File: config.mk
export PLATFORM = sky130hd
export DESIGN_NAME = decode_unit
export DESIGN_NICKNAME = d
export VERILOG_FILES = /design/src/source/decode_pkg.sv /design/src/source/fourphase_slot.sv /design/src/source/main_decoder.sv /design/src/source/alu_decoder.sv /design/src/source/decode_combine.sv /design/src/source/decode_unit.sv
export SDC_FILE = /design/constraint.sdc
export NUM_CORES = 1
export LEC_CHECK = 0
export CAP_MARGIN = 20
export CELL_PAD_IN_SITES_DETAIL_PLACEMENT = 0
export CELL_PAD_IN_SITES_GLOBAL_PLACEMENT = 1
export CORE_MARGIN = 1.5
export CORE_UTILIZATION = 30
export CTS_BUF_LIST = sky130_fd_sc_hd__clkbuf_8
export CTS_CLUSTER_SIZE = 8
export DETAILED_ROUTE_END_ITERATION = 7
export DONT_BUFFER_PORTS = 1
export PLACE_DENSITY = 0.59
export SLEW_MARGIN = 20
export SYNTH_ARGS = -nofsm -noshare
export SYNTH_HDL_FRONTEND = slang
export SYNTH_SLANG_ARGS = --single-unit
File: constraint.sdc
create_clock -name clk -period 16.6 [get_ports clk]
set_input_delay 3.32 -clock clk [delete_from_list [all_inputs] [get_ports clk]]
set_output_delay 3.32 -clock clk [all_outputs]
set_load 0.02 [all_outputs]
File: src/source/decode_pkg.sv
package decode_pkg;

    // Base opcodes of the RV32I subset handled here
    localparam logic [6:0] op_r      = 7'b0110011;
    localparam logic [6:0] op_load   = 7'b0000011;
    localparam logic [6:0] op_imm    = 7'b0010011;
    localparam logic [6:0] op_store  = 7'b0100011;
    localparam logic [6:0] op_branch = 7'b1100011;
    localparam logic [6:0] op_jal    = 7'b1101111;
    localparam logic [6:0] op_jalr   = 7'b1100111;
    localparam logic [6:0] op_lui    = 7'b0110111;
    localparam logic [6:0] op_auipc  = 7'b0010111;

    typedef enum logic [3:0] {
        alu_add  = 4'd0,
        alu_sub  = 4'd1,
        alu_sll  = 4'd2,
        alu_slt  = 4'd3,
        alu_sltu = 4'd4,
        alu_xor  = 4'd5,
        alu_srl  = 4'd6,
        alu_sra  = 4'd7,
        alu_or   = 4'd8,
        alu_and  = 4'd9
    } alu_op_t;

    typedef enum logic [2:0] {
        imm_i        = 3'b000,
        imm_s        = 3'b001,
        imm_b        = 3'b010,
        imm_u        = 3'b011,
        imm_j        = 3'b100,
        imm_i_zext_a = 3'b101, // Halfword loads
        imm_i_zext_b = 3'b110  // Doubleword load
    } imm_src_t;

    typedef enum logic [2:0] {
        br_eq   = 3'b000,
        br_ne   = 3'b001,
        br_none = 3'b010,
        br_jump = 3'b011,
        br_lt   = 3'b100,
        br_ge   = 3'b101,
        br_geu  = 3'b110,
        br_ltu  = 3'b111
    } branch_src_t;

    typedef struct packed {
        logic [1:0]  alu_op;      // 00 add, 01 sub, 10 from func fields
        imm_src_t    imm_src;
        branch_src_t branch_src;
        logic        mem_write;
        logic [1:0]  alu_mux_src; // {op1 is pc, op2 is imm}
        logic [1:0]  wb_src;
        logic        reg_write;
        logic        branch_valid;
        logic        is_immediate;
        logic        illegal;
    } ctrl_t;

    typedef struct packed {
        logic [31:0] instr;
        logic [31:0] pc;
    } fetch_t;

    typedef struct packed {
        logic [31:0] pc;
        ctrl_t       ctrl;
        alu_op_t     alu_ctrl;
        logic [31:0] imm;
        logic [4:0]  rs1;
        logic [4:0]  rs2;
        logic [4:0]  rd;
    } decoded_t;

endpackage

File: src/source/fourphase_slot.sv
`timescale 1ns/1ps

module fourphase_slot #(
    parameter type payload_t = logic
) (
    input  logic     clk,
    input  logic     reset,
    input  logic     up_req,
    output logic     up_ack,
    input  payload_t up_data,
    output logic     dn_req,
    input  logic     dn_ack,
    output payload_t dn_data
);

    typedef enum logic [1:0] {
        dn_idle,  // Slot empty
        dn_offer, // Full, req raised downstream
        dn_drain  // Waiting for dn_ack to drop
    } dn_state_t;

    dn_state_t dn_state;
    payload_t  data_q;
    logic      capture;

    // New item only when empty and the previous upstream cycle has closed
    assign capture = up_req && !up_ack && (dn_state == dn_idle);

    always_ff @(posedge clk) begin
        if (reset) begin
            up_ack <= 1'b0;
        end else if (capture) begin
            up_ack <= 1'b1;
        end else if (!up_req) begin
            up_ack <= 1'b0;
        end
    end

    always_ff @(posedge clk) begin
        if (reset) begin
            dn_state <= dn_idle;
        end else begin
            case (dn_state)
                dn_idle:  if (capture) dn_state <= dn_offer;
                dn_offer: if (dn_ack) dn_state <= dn_drain;
                dn_drain: if (!dn_ack) dn_state <= dn_idle;
                default:  dn_state <= dn_idle;
            endcase
        end
    end

    always_ff @(posedge clk) begin
        if (capture) data_q <= up_data; // Held until the slot is empty again
    end

    assign dn_req  = (dn_state == dn_offer);
    assign dn_data = data_q;

endmodule

File: src/source/main_decoder.sv
`timescale 1ns/1ps

module main_decoder import decode_pkg::*; (
    input  logic [6:0] opcode,
    input  logic [2:0] func3,
    output ctrl_t      ctrl
);

    logic op1_src; // Operand 1 from pc
    logic op2_src; // Operand 2 from immediate

    always_comb begin
        case (opcode)
            op_r: begin
                op1_src           = 1'b0;
                op2_src           = 1'b0;
                ctrl.wb_src       = 2'b01;
                ctrl.reg_write    = 1'b1;
                ctrl.mem_write    = 1'b0;
                ctrl.alu_op       = 2'b10;
                ctrl.imm_src      = imm_i;
                ctrl.branch_src   = br_none;
                ctrl.branch_valid = 1'b0;
                ctrl.is_immediate = 1'b0;
                ctrl.illegal      = 1'b0;
            end
            op_load: begin
                op1_src        = 1'b0;
                op2_src        = 1'b1;
                ctrl.wb_src    = 2'b11; // Memory data
                ctrl.reg_write = 1'b1;
                ctrl.mem_write = 1'b0;
                ctrl.alu_op    = 2'b00;
                case (func3)
                    3'h3:    ctrl.imm_src = imm_i_zext_b;
                    3'h5:    ctrl.imm_src = imm_i_zext_a;
                    3'h1:    ctrl.imm_src = imm_i_zext_a;
                    default: ctrl.imm_src = imm_i;
                endcase
                ctrl.branch_src   = br_none;
                ctrl.branch_valid = 1'b0;
                ctrl.is_immediate = 1'b0;
                ctrl.illegal      = 1'b0;
            end
            op_imm: begin
                op1_src           = 1'b0;
                op2_src           = 1'b1;
                ctrl.wb_src       = 2'b01;
                ctrl.reg_write    = 1'b1;
                ctrl.mem_write    = 1'b0;
                ctrl.alu_op       = 2'b10;
                ctrl.imm_src      = imm_i;
                ctrl.branch_src   = br_none;
                ctrl.branch_valid = 1'b0;
                ctrl.is_immediate = 1'b1; // Keeps sub out of addi
                ctrl.illegal      = 1'b0;
            end
            op_store: begin
                op1_src           = 1'b0;
                op2_src           = 1'b1;
                ctrl.wb_src       = 2'b00;
                ctrl.reg_write    = 1'b0;
                ctrl.mem_write    = 1'b1;
                ctrl.alu_op       = 2'b00;
                ctrl.imm_src      = imm_s;
                ctrl.branch_src   = br_none;
                ctrl.branch_valid = 1'b0;
                ctrl.is_immediate = 1'b0;
                ctrl.illegal      = 1'b0;
            end
            op_branch: begin
                op1_src        = 1'b1; // Target is pc relative
                op2_src        = 1'b1;
                ctrl.wb_src    = 2'b00;
                ctrl.reg_write = 1'b0;
                ctrl.mem_write = 1'b0;
                ctrl.alu_op    = 2'b01; // Compare by subtraction
                ctrl.imm_src   = imm_b;
                case (func3)
                    3'h0:    ctrl.branch_src = br_eq;
                    3'h1:    ctrl.branch_src = br_ne;
                    3'h4:    ctrl.branch_src = br_lt;
                    3'h5:    ctrl.branch_src = br_ge;
                    3'h6:    ctrl.branch_src = br_ltu;
                    3'h7:    ctrl.branch_src = br_geu;
                    default: ctrl.branch_src = br_none;
                endcase
                ctrl.branch_valid = 1'b1;
                ctrl.is_immediate = 1'b0;
                ctrl.illegal      = 1'b0;
            end
            op_jal, op_jalr: begin
                op1_src           = (opcode == op_jal); // jalr adds to rs1
                op2_src           = 1'b1;
                ctrl.wb_src       = 2'b00;
                ctrl.reg_write    = 1'b1;
                ctrl.mem_write    = 1'b0;
                ctrl.alu_op       = 2'b00;
                ctrl.imm_src      = imm_j;
                ctrl.branch_src   = br_jump;
                ctrl.branch_valid = 1'b0;
                ctrl.is_immediate = 1'b0;
                ctrl.illegal      = 1'b0;
            end
            op_lui, op_auipc: begin
                op1_src           = (opcode == op_auipc);
                op2_src           = (opcode == op_auipc);
                ctrl.wb_src       = (opcode == op_lui) ? 2'b10 : 2'b01;
                ctrl.reg_write    = 1'b1;
                ctrl.mem_write    = 1'b0;
                ctrl.alu_op       = 2'b00;
                ctrl.imm_src      = imm_u;
                ctrl.branch_src   = br_none;
                ctrl.branch_valid = 1'b0;
                ctrl.is_immediate = 1'b0;
                ctrl.illegal      = 1'b0;
            end
            default: begin
                op1_src           = 1'b0;
                op2_src           = 1'b0;
                ctrl.wb_src       = 2'b00;
                ctrl.reg_write    = 1'b0;
                ctrl.mem_write    = 1'b0;
                ctrl.alu_op       = 2'b01;
                ctrl.imm_src      = imm_i;
                ctrl.branch_src   = br_none;
                ctrl.branch_valid = 1'b0;
                ctrl.is_immediate = 1'b0;
                ctrl.illegal      = 1'b1; // Also fence and system
            end
        endcase

        ctrl.alu_mux_src = {op1_src, op2_src};
    end

endmodule

File: src/source/alu_decoder.sv
`timescale 1ns/1ps

module alu_decoder import decode_pkg::*; (
    input  logic [2:0] func3,
    input  logic       func7_5,
    input  logic       op_5,
    output alu_op_t    alu_ctrl
);

    always_comb begin
        case (func3)
            3'b000: begin
                // Immediate form has no subi, func7 bits are part of imm
                if (op_5 && func7_5) begin
                    alu_ctrl = alu_sub;
                end else begin
                    alu_ctrl = alu_add;
                end
            end
            3'b001: alu_ctrl = alu_sll;
            3'b010: alu_ctrl = alu_slt;
            3'b011: alu_ctrl = alu_sltu;
            3'b100: alu_ctrl = alu_xor;
            3'b101: begin
                if (func7_5) begin
                    alu_ctrl = alu_sra; // srai shares the encoding
                end else begin
                    alu_ctrl = alu_srl;
                end
            end
            3'b110: alu_ctrl = alu_or;
            default: alu_ctrl = alu_and;
        endcase
    end

endmodule

File: src/source/decode_combine.sv
`timescale 1ns/1ps

module decode_combine import decode_pkg::*; (
    input  fetch_t   fetch,
    input  ctrl_t    ctrl,
    input  alu_op_t  alu_r,
    output decoded_t dec
);

    logic [31:0] instr;
    logic        bad_branch;

    assign instr = fetch.instr;

    // func3 010 and 011 have no branch condition
    assign bad_branch = ctrl.branch_valid && (ctrl.branch_src == br_none);

    always_comb begin
        dec.pc           = fetch.pc;
        dec.ctrl         = ctrl;
        dec.ctrl.illegal = ctrl.illegal | bad_branch;

        case (ctrl.alu_op)
            2'b00:   dec.alu_ctrl = alu_add;
            2'b01:   dec.alu_ctrl = alu_sub;
            2'b10:   dec.alu_ctrl = alu_r;
            default: dec.alu_ctrl = alu_add;
        endcase

        case (ctrl.imm_src)
            imm_i: dec.imm = {{20{instr[31]}}, instr[31:20]};
            imm_s: dec.imm = {{20{instr[31]}}, instr[31:25], instr[11:7]};
            imm_b: begin
                dec.imm = {{19{instr[31]}}, instr[31], instr[7], instr[30:25],
                           instr[11:8], 1'b0};
            end
            imm_u: dec.imm = {instr[31:12], 12'b0};
            imm_j: begin
                dec.imm = {{11{instr[31]}}, instr[31], instr[19:12], instr[20],
                           instr[30:21], 1'b0};
            end
            imm_i_zext_a, imm_i_zext_b: dec.imm = {20'b0, instr[31:20]};
            default: dec.imm = 32'b0;
        endcase

        dec.rs1 = instr[19:15];
        dec.rs2 = instr[24:20];
        dec.rd  = instr[11:7];
    end

endmodule

File: src/source/decode_unit.sv
`timescale 1ns/1ps

module decode_unit import decode_pkg::*; (
    input  logic     clk,
    input  logic     reset,
    input  logic     fetch_req,
    output logic     fetch_ack,
    input  fetch_t   fetch,
    output logic     dec_req,
    input  logic     dec_ack,
    output decoded_t dec
);

    fetch_t   held;     // Instruction sitting in the input slot
    logic     mid_req;
    logic     mid_ack;
    ctrl_t    ctrl;
    alu_op_t  alu_r;
    decoded_t dec_next;

    fourphase_slot #(.payload_t(fetch_t)) u_in_slot (
        .clk     (clk),
        .reset   (reset),
        .up_req  (fetch_req),
        .up_ack  (fetch_ack),
        .up_data (fetch),
        .dn_req  (mid_req),
        .dn_ack  (mid_ack),
        .dn_data (held)
    );

    main_decoder u_main_decoder (
        .opcode (held.instr[6:0]),
        .func3  (held.instr[14:12]),
        .ctrl   (ctrl)
    );

    alu_decoder u_alu_decoder (
        .func3    (held.instr[14:12]),
        .func7_5  (held.instr[30]),
        .op_5     (held.instr[5]),
        .alu_ctrl (alu_r)
    );

    decode_combine u_decode_combine (
        .fetch (held),
        .ctrl  (ctrl),
        .alu_r (alu_r),
        .dec   (dec_next)
    );

    fourphase_slot #(.payload_t(decoded_t)) u_out_slot (
        .clk     (clk),
        .reset   (reset),
        .up_req  (mid_req),
        .up_ack  (mid_ack),
        .up_data (dec_next),
        .dn_req  (dec_req),
        .dn_ack  (dec_ack),
        .dn_data (dec)
    );

endmodule

==> results of run 1 <==
[layout by cell type (no fill, tap or decap), drive strengths merged, types with 2 or more instances in the layout]
cell type  instances
clkbuf            17
o31ai              2
bufinv             3
a21o              11
nand4              2
nand3              2
nand2b             7
nor3               4
a21oi              5
buf                4
inv               14
dfxtp              6
clkinvlp           2
edfxtp           164
or3                2
nor2              24
a22o               5
and2               9
xnor2              2
nor3b              2
nand2             28
nor2b              3
o21ai              8
a31oi              2
ha                 2
nand4bb            2
clkinv             4
[report_power, final]
group          switching [mW]  internal, mW
sequential             0.0370         0.511
combinational          0.0258       0.00899
clock                   0.153         0.150
[stage by stage]
stage	setup slack [ns]	power [mW]	utilization	hold WS [ns]
2_1_floorplan	5.76	0.587	-	0.400
3_3_place_gp	11.37	0.593	0.324	0.400
3_5_place_dp	11.21	0.595	0.324	0.405
4_1_cts	11.72	0.899	0.345	0.412
5_1_grt	11.62	0.923	0.345	0.430
6_report	11.78	0.886	0.345	0.417
[sequential cells by signal (all words and copies together) (netlist names)]
name and count:
u_out_slot.dn_data 100, u_in_slot.dn_data 64, u_in_slot.dn_state 2, u_out_slot.dn_state 2
u_in_slot.up_ack 1, u_out_slot.up_ack 1
[worst max path at each step]
stage                                         from                              end  slack (ns)  cells after the start
finish                                   fetch_req  u_in_slot.dn_data[54]$_DFFE_PP_       11.78                      2
global route                             fetch_req  u_in_slot.dn_data[40]$_DFFE_PP_       11.62                      2
floorplan           u_out_slot.up_ack$_SDFFE_PP0P_  u_out_slot.dn_data[0]$_DFFE_PP_        5.76                      1
detailed placement                       fetch_req  u_in_slot.dn_data[15]$_DFFE_PP_       11.21                      2
CTS                                      fetch_req   u_in_slot.dn_data[2]$_DFFE_PP_       11.72                      2
global placement                         fetch_req   u_in_slot.dn_data[0]$_DFFE_PP_       11.37                      2
[kinds of logic (layout without fill, tap and decap cells)]
logic type | after synthesis | after routing
DFF | 170 | 170
and+or+nand+nor | 92 | 92
adders and majority gates | 3 | 3
other | 0 | 1
xor gates and xnor gates | 2 | 2
buffers and inverters | 14 | 44
AOI/OAI and AO/OA | 38 | 38
[layer usage]
metal / track usage / vias up
met2: 0.171 / 121
met4: 0.0478 / 4
met3: 0.0623 / 15
li1: - / 1247
met5: 0 / -
met1: 0.135 / 1333
[layout make-up]
class | count | area (um2)
clock buffers | 17 | 234
repair buffers | 4 | 30.0
flip-flops and latches | 170 | 5040
multi-input cells | 135 | 860
diodes | 1 | 2.50
clock inverters | 15 | 175
inverters | 8 | 31.3
well taps | 265 | 332
fillers | 1843 | 12800
==> out/qor.txt, run 1 <==
run status: finished, final reports clean
Post-Place Cell Area: 6300 um2
Worst Setup Start Kind: input pin
Pwr Density: 132 nW/um2
setup TNS: 0 ns
sequential cell area fraction in the yosys report: 0.847
Min-Delay Path Class: flop to flop
layout cells sized above 1: 0.138
area grow syn2layout: 12.6%
Post-layout nets: 406
met2 WL: 5390 um
clock slew at reported path FFs: 0.09 ns
CP endpoint kind: flop
Chip Width: 144 um
Arrival @ worst endpoint: 4.89 ns
slew margin rel.: 0.335
post-synthesis adder-cell area fraction: 0.00588
count leader, synth: edfxtp_1
FF-to-FF Start: u_in_slot.up_ack$_SDFFE_PP0P_
mux share of post-synthesis cell area: 0
CTS tree: built
Hold Crit Start: u_in_slot.dn_data[20]$_DFFE_PP_
Yosys reg bits: 170
gr usage total: 0.114
critical path type: input pin to flop
fmax: 208 MHz
worst vdd rail ir drop: 0.0500 mV
pin count of the biggest net entering global routing: 64
Std-Cell Rows: 51
Yosys top cell area share: 0.827
library cells used by synthesis: 50
RePlAce Congestion: 0.755
# DRC: 0
DP Wirelength: 7920 um
post-synthesis compound-gate area fraction: 0.0452
Routed met1 length: 4880 um
CP delay by family, top: simple AND/OR/NAND/NOR gates
Max Clock Skew: 0.0132 ns
CTS H-tree depth: 4
clk_lat worst skew: 0.44 ns
root buf cell: clkbuf_8
Net Count, Synth: 389
Synth Cell Area: 5960 um2
initial drt markers: 148
Antenna Nets Post-Route: 0
Final Hold Fails: 0
drt wl/cell: 18.8 um
vias in the first global route: 2,723
largest family of logic cells by synthesized area: simple AND/OR/NAND/NOR gates
WHS Path Cells: 0
Cell Count, Final, Fillers Out: 615
Area contributors post-synth: edfxtp_1 83%, dfxtp_1 2.0%, nand2_1 1.6%
drt pass-1 iters: 4
Syn. warnings: 0
maxcap violations: 0
Crit-path slowest cell: nor4b_2
max layer used: met5
top_reg_cell synth: edfxtp_1
Slowest Stage Delay on Critical Path: 0.77 ns
fin crit period: 4.82 ns
global-route wire length before repair: 16,800 um
total congestion overflow: 0
Worst R2R End: u_in_slot.dn_data[54]$_DFFE_PP_
Die ar.: 20,700 um2
CP cell instances: nor4b_2 -> buf_4
met3 WL: 1050 um
worst path bufs/invs: 1
fin. max-slew vios: 0
CORE AREA: 19,500 um2
Initial Util: 0.306
clk sink count: 170
worst endpoint required time: 16.67 ns
Syn Inst Count: 319
CTS max path bufs: 2
Hold Path End: u_out_slot.dn_data[88]$_DFFE_PP_
Num CTS Buffers: 17
xor/xnor cell area share of the yosys netlist: 0.00294
Ports: 170
vias per cell: 4.42
synth cell count leaders: 164 x edfxtp_1, 26 x nand2_1, 23 x nor2_1
FF-to-FF setup slack: 14.17 ns
Placed Cells: 582
Via Count: 2,720
Synth Area per Inst: 18.7 um2
Buffers on Ports: 0
post-synthesis simple-gate area fraction: 0.0882
cell taking the most area after synthesis: edfxtp_1
hold_buf cts: 0
initial antenna violation count: 4
Die Y: 144 um
Design Area, Final: 6710 um2
Max FO, Critical Path: 58
Post-synth ARST share: 0
leakage power: 2.24 nW
Total Wirelength: 11,600 um
measured slew at the worst slew-check pin: 0.995 ns
post-CTS setup buffer count: 0
post-cts resize count: 0
final worst-path cycle share: 0.290
Worst R2R Path Depth: 2
Post-synth EDFFs: 164
# setup viols final: 0
unrepaired setup endpoints after global routing: no
Note: power is estimated with default switching activity, not from simulation.
==> inputs of run 2 (changes only) <==
==> constraint.sdc (replaced) <==
create_clock -name clk -period 4.65 [get_ports clk]
set_input_delay 0.93 -clock clk [delete_from_list [all_inputs] [get_ports clk]]
set_output_delay 0.93 -clock clk [all_outputs]
set_load 0.02 [all_outputs]
==> run 2 against run 1 <==
Against the previous run:
- worst hold slack improved by 0.0078 ns
- via count rose by 1.1%
- clock skew fell by 0.0018 ns
- clock-buffer cell count did not move
- design area fell by 0.17%
- critical path depth rose by 5
- core utilization fell by 0.058 points
- cell count fell by 0.33%
- die area did not move
- worst setup slack got worse by 9.5 ns
- register-to-register slack got worse by 12 ns
==> out/qor.txt, run 2 (synthesis gave the netlist of run 1 again) <==
run status: finished, final reports clean
total congestion overflow: 0
Std-Cell Rows: 51
maxcap violations: 0
Min-Delay Path Class: flop to flop
Num CTS Buffers: 17
Hold Crit Start: u_in_slot.dn_data[20]$_DFFE_PP_
area grow syn2layout: 12.4%
clock slew at reported path FFs: 0.09 ns
worst endpoint required time: 4.94 ns
Hold Path End: u_out_slot.dn_data[88]$_DFFE_PP_
fin crit period: 2.35 ns
post-CTS setup buffer count: 0
CTS tree: built
CTS max path bufs: 2
Fillers: 1,829
slew margin rel.: 0.447
Worst R2R Path Depth: 7
Post-layout nets: 405
unrepaired setup endpoints after global routing: no
ANT cells: 0
Max Clock Skew: 0.0114 ns
critical path type: flop to flop
clk_lat worst skew: 0.43 ns
Worst R2R End: u_out_slot.dn_data[49]$_DFFE_PP_
worst vdd rail ir drop: 0.198 mV
DP Wirelength: 7980 um
Pwr Density: 460 nW/um2
Fin Hold WS: 0.425 ns
pin count of the biggest net entering global routing: 86
# DRC: 0
Die Y: 144 um
Chip Width: 144 um
Initial Util: 0.306
max FFs per register: 100
commonest non-fill, non-tap cells in the layout: 164 x edfxtp_1, 26 x nand2_1, 22 x nor2_1
post-layout util: 0.344
Antenna Nets Post-Route: 0
setup TNS: 0 ns
hold_buf cts: 0
vias per cell: 4.49
CP endpoint kind: flop
leakage power: 2.23 nW
DP Worst Slack: 1.96 ns
Worst Setup Start Kind: flop
vias in the first global route: 2,770
RePlAce Congestion: 0.768
gr usage total: 0.114
FF-to-FF Start: u_in_slot.dn_data[38]$_DFFE_PP_
Max FO, Critical Path: 15
fmax: 425 MHz
Buffers on Ports: 0
area of the multi-input gates: 880 um2
CTS H-tree depth: 4
initial antenna violation count: 2
WHS Path Cells: 0
setup ws final: 2.30 ns
global-route wire length before repair: 16,900 um
Total Wirelength: 11,800 um
clk sink count: 170
initial drt markers: 186
final worst-path cycle share: 0.506
Register Area: 5040 um2
layout cells sized above 1: 0.141
FF-to-FF setup slack: 2.30 ns
Final Hold Fails: 0
CORE AREA: 19,500 um2
Ports: 170
commonest non-fill, non-tap cell in the layout: edfxtp_1
drt wl/cell: 19.2 um
Die ar.: 20,700 um2
drt pass-1 iters: 4
post-cts resize count: 0
fin. max-slew vios: 0
root buf cell: clkbuf_8
measured slew at the worst slew-check pin: 0.829 ns
# setup viols final: 0
Via Count: 2,751
Arrival @ worst endpoint: 2.64 ns
[run 2: cell types whose count changed in the layout (fill, tap and decap cells not counted), sizes merged]
| cell | previous run | this run |
|---|---|---|
| clkinv | 4 | 7 |
| buf | 4 | 3 |
| clkinvlp | 2 | 1 |
| bufinv | 3 | 1 |
| diode | 1 | 0 |
[run 2: power by group]
group          switching (mW)  total (mW)  internal (mW)
clock network           0.561       0.994          0.434
registers               0.133        1.96           1.82
logic                  0.0931       0.130         0.0366
[run 2: metrics by stage]
step	area, um2	power, mW	std cells
5_1_grt	6700	3.21	613
3_5_place_dp	6310	2.13	580
6_report	6700	3.08	613
2_1_floorplan	5990	2.07	319
4_1_cts	6680	3.13	612
3_3_place_gp	6310	2.12	580
[run 2: worst max-delay path by stage]
stage                                        from                          endpoint  slack, ns  depth (start not counted)
4_1_cts           u_in_slot.dn_data[38]$_DFFE_PP_  u_out_slot.dn_data[47]$_DFFE_PP_       1.96                          8
2_1_floorplan  u_in_slot.dn_state[1]$_SDFFE_PP0P_   u_out_slot.dn_data[0]$_DFFE_PP_       0.47                          2
3_3_place_gp      u_in_slot.dn_data[38]$_DFFE_PP_  u_out_slot.dn_data[47]$_DFFE_PP_       2.07                          8
6_report          u_in_slot.dn_data[38]$_DFFE_PP_  u_out_slot.dn_data[49]$_DFFE_PP_       2.30                          7
3_5_place_dp      u_in_slot.dn_data[38]$_DFFE_PP_  u_out_slot.dn_data[47]$_DFFE_PP_       1.96                          8
5_1_grt           u_in_slot.dn_data[38]$_DFFE_PP_  u_out_slot.dn_data[50]$_DFFE_PP_       2.08                          7
[run 2: layout make-up]
class | instances | share of cell area
multi-input combinational | 135 | 0.131
clock buffer | 17 | 0.0349
inverter | 8 | 0.00467
sequential | 170 | 0.753
timing repair buffer | 3 | 0.00579
clock inverter | 15 | 0.0205
tap | 265 | 0.0495
[run 2: routing by layer]
layer	global-route usage	up-vias	share of wire
met5	0	-	0.0025
met4	0.0387	4	0.0087
met3	0.0573	11	0.088
met2	0.184	121	0.50
met1	0.130	1375	0.41
li1	-	1240	-
[run 2: critical path: stages, from the launching register on]
cell	delay, ns
edfxtp_1	0.51
nand4bb_1	0.30
nor2_2	0.58
nor2_1	0.15
nand2_1	0.13
ha_1	0.25
nand2b_1	0.17
a21oi_1	0.12
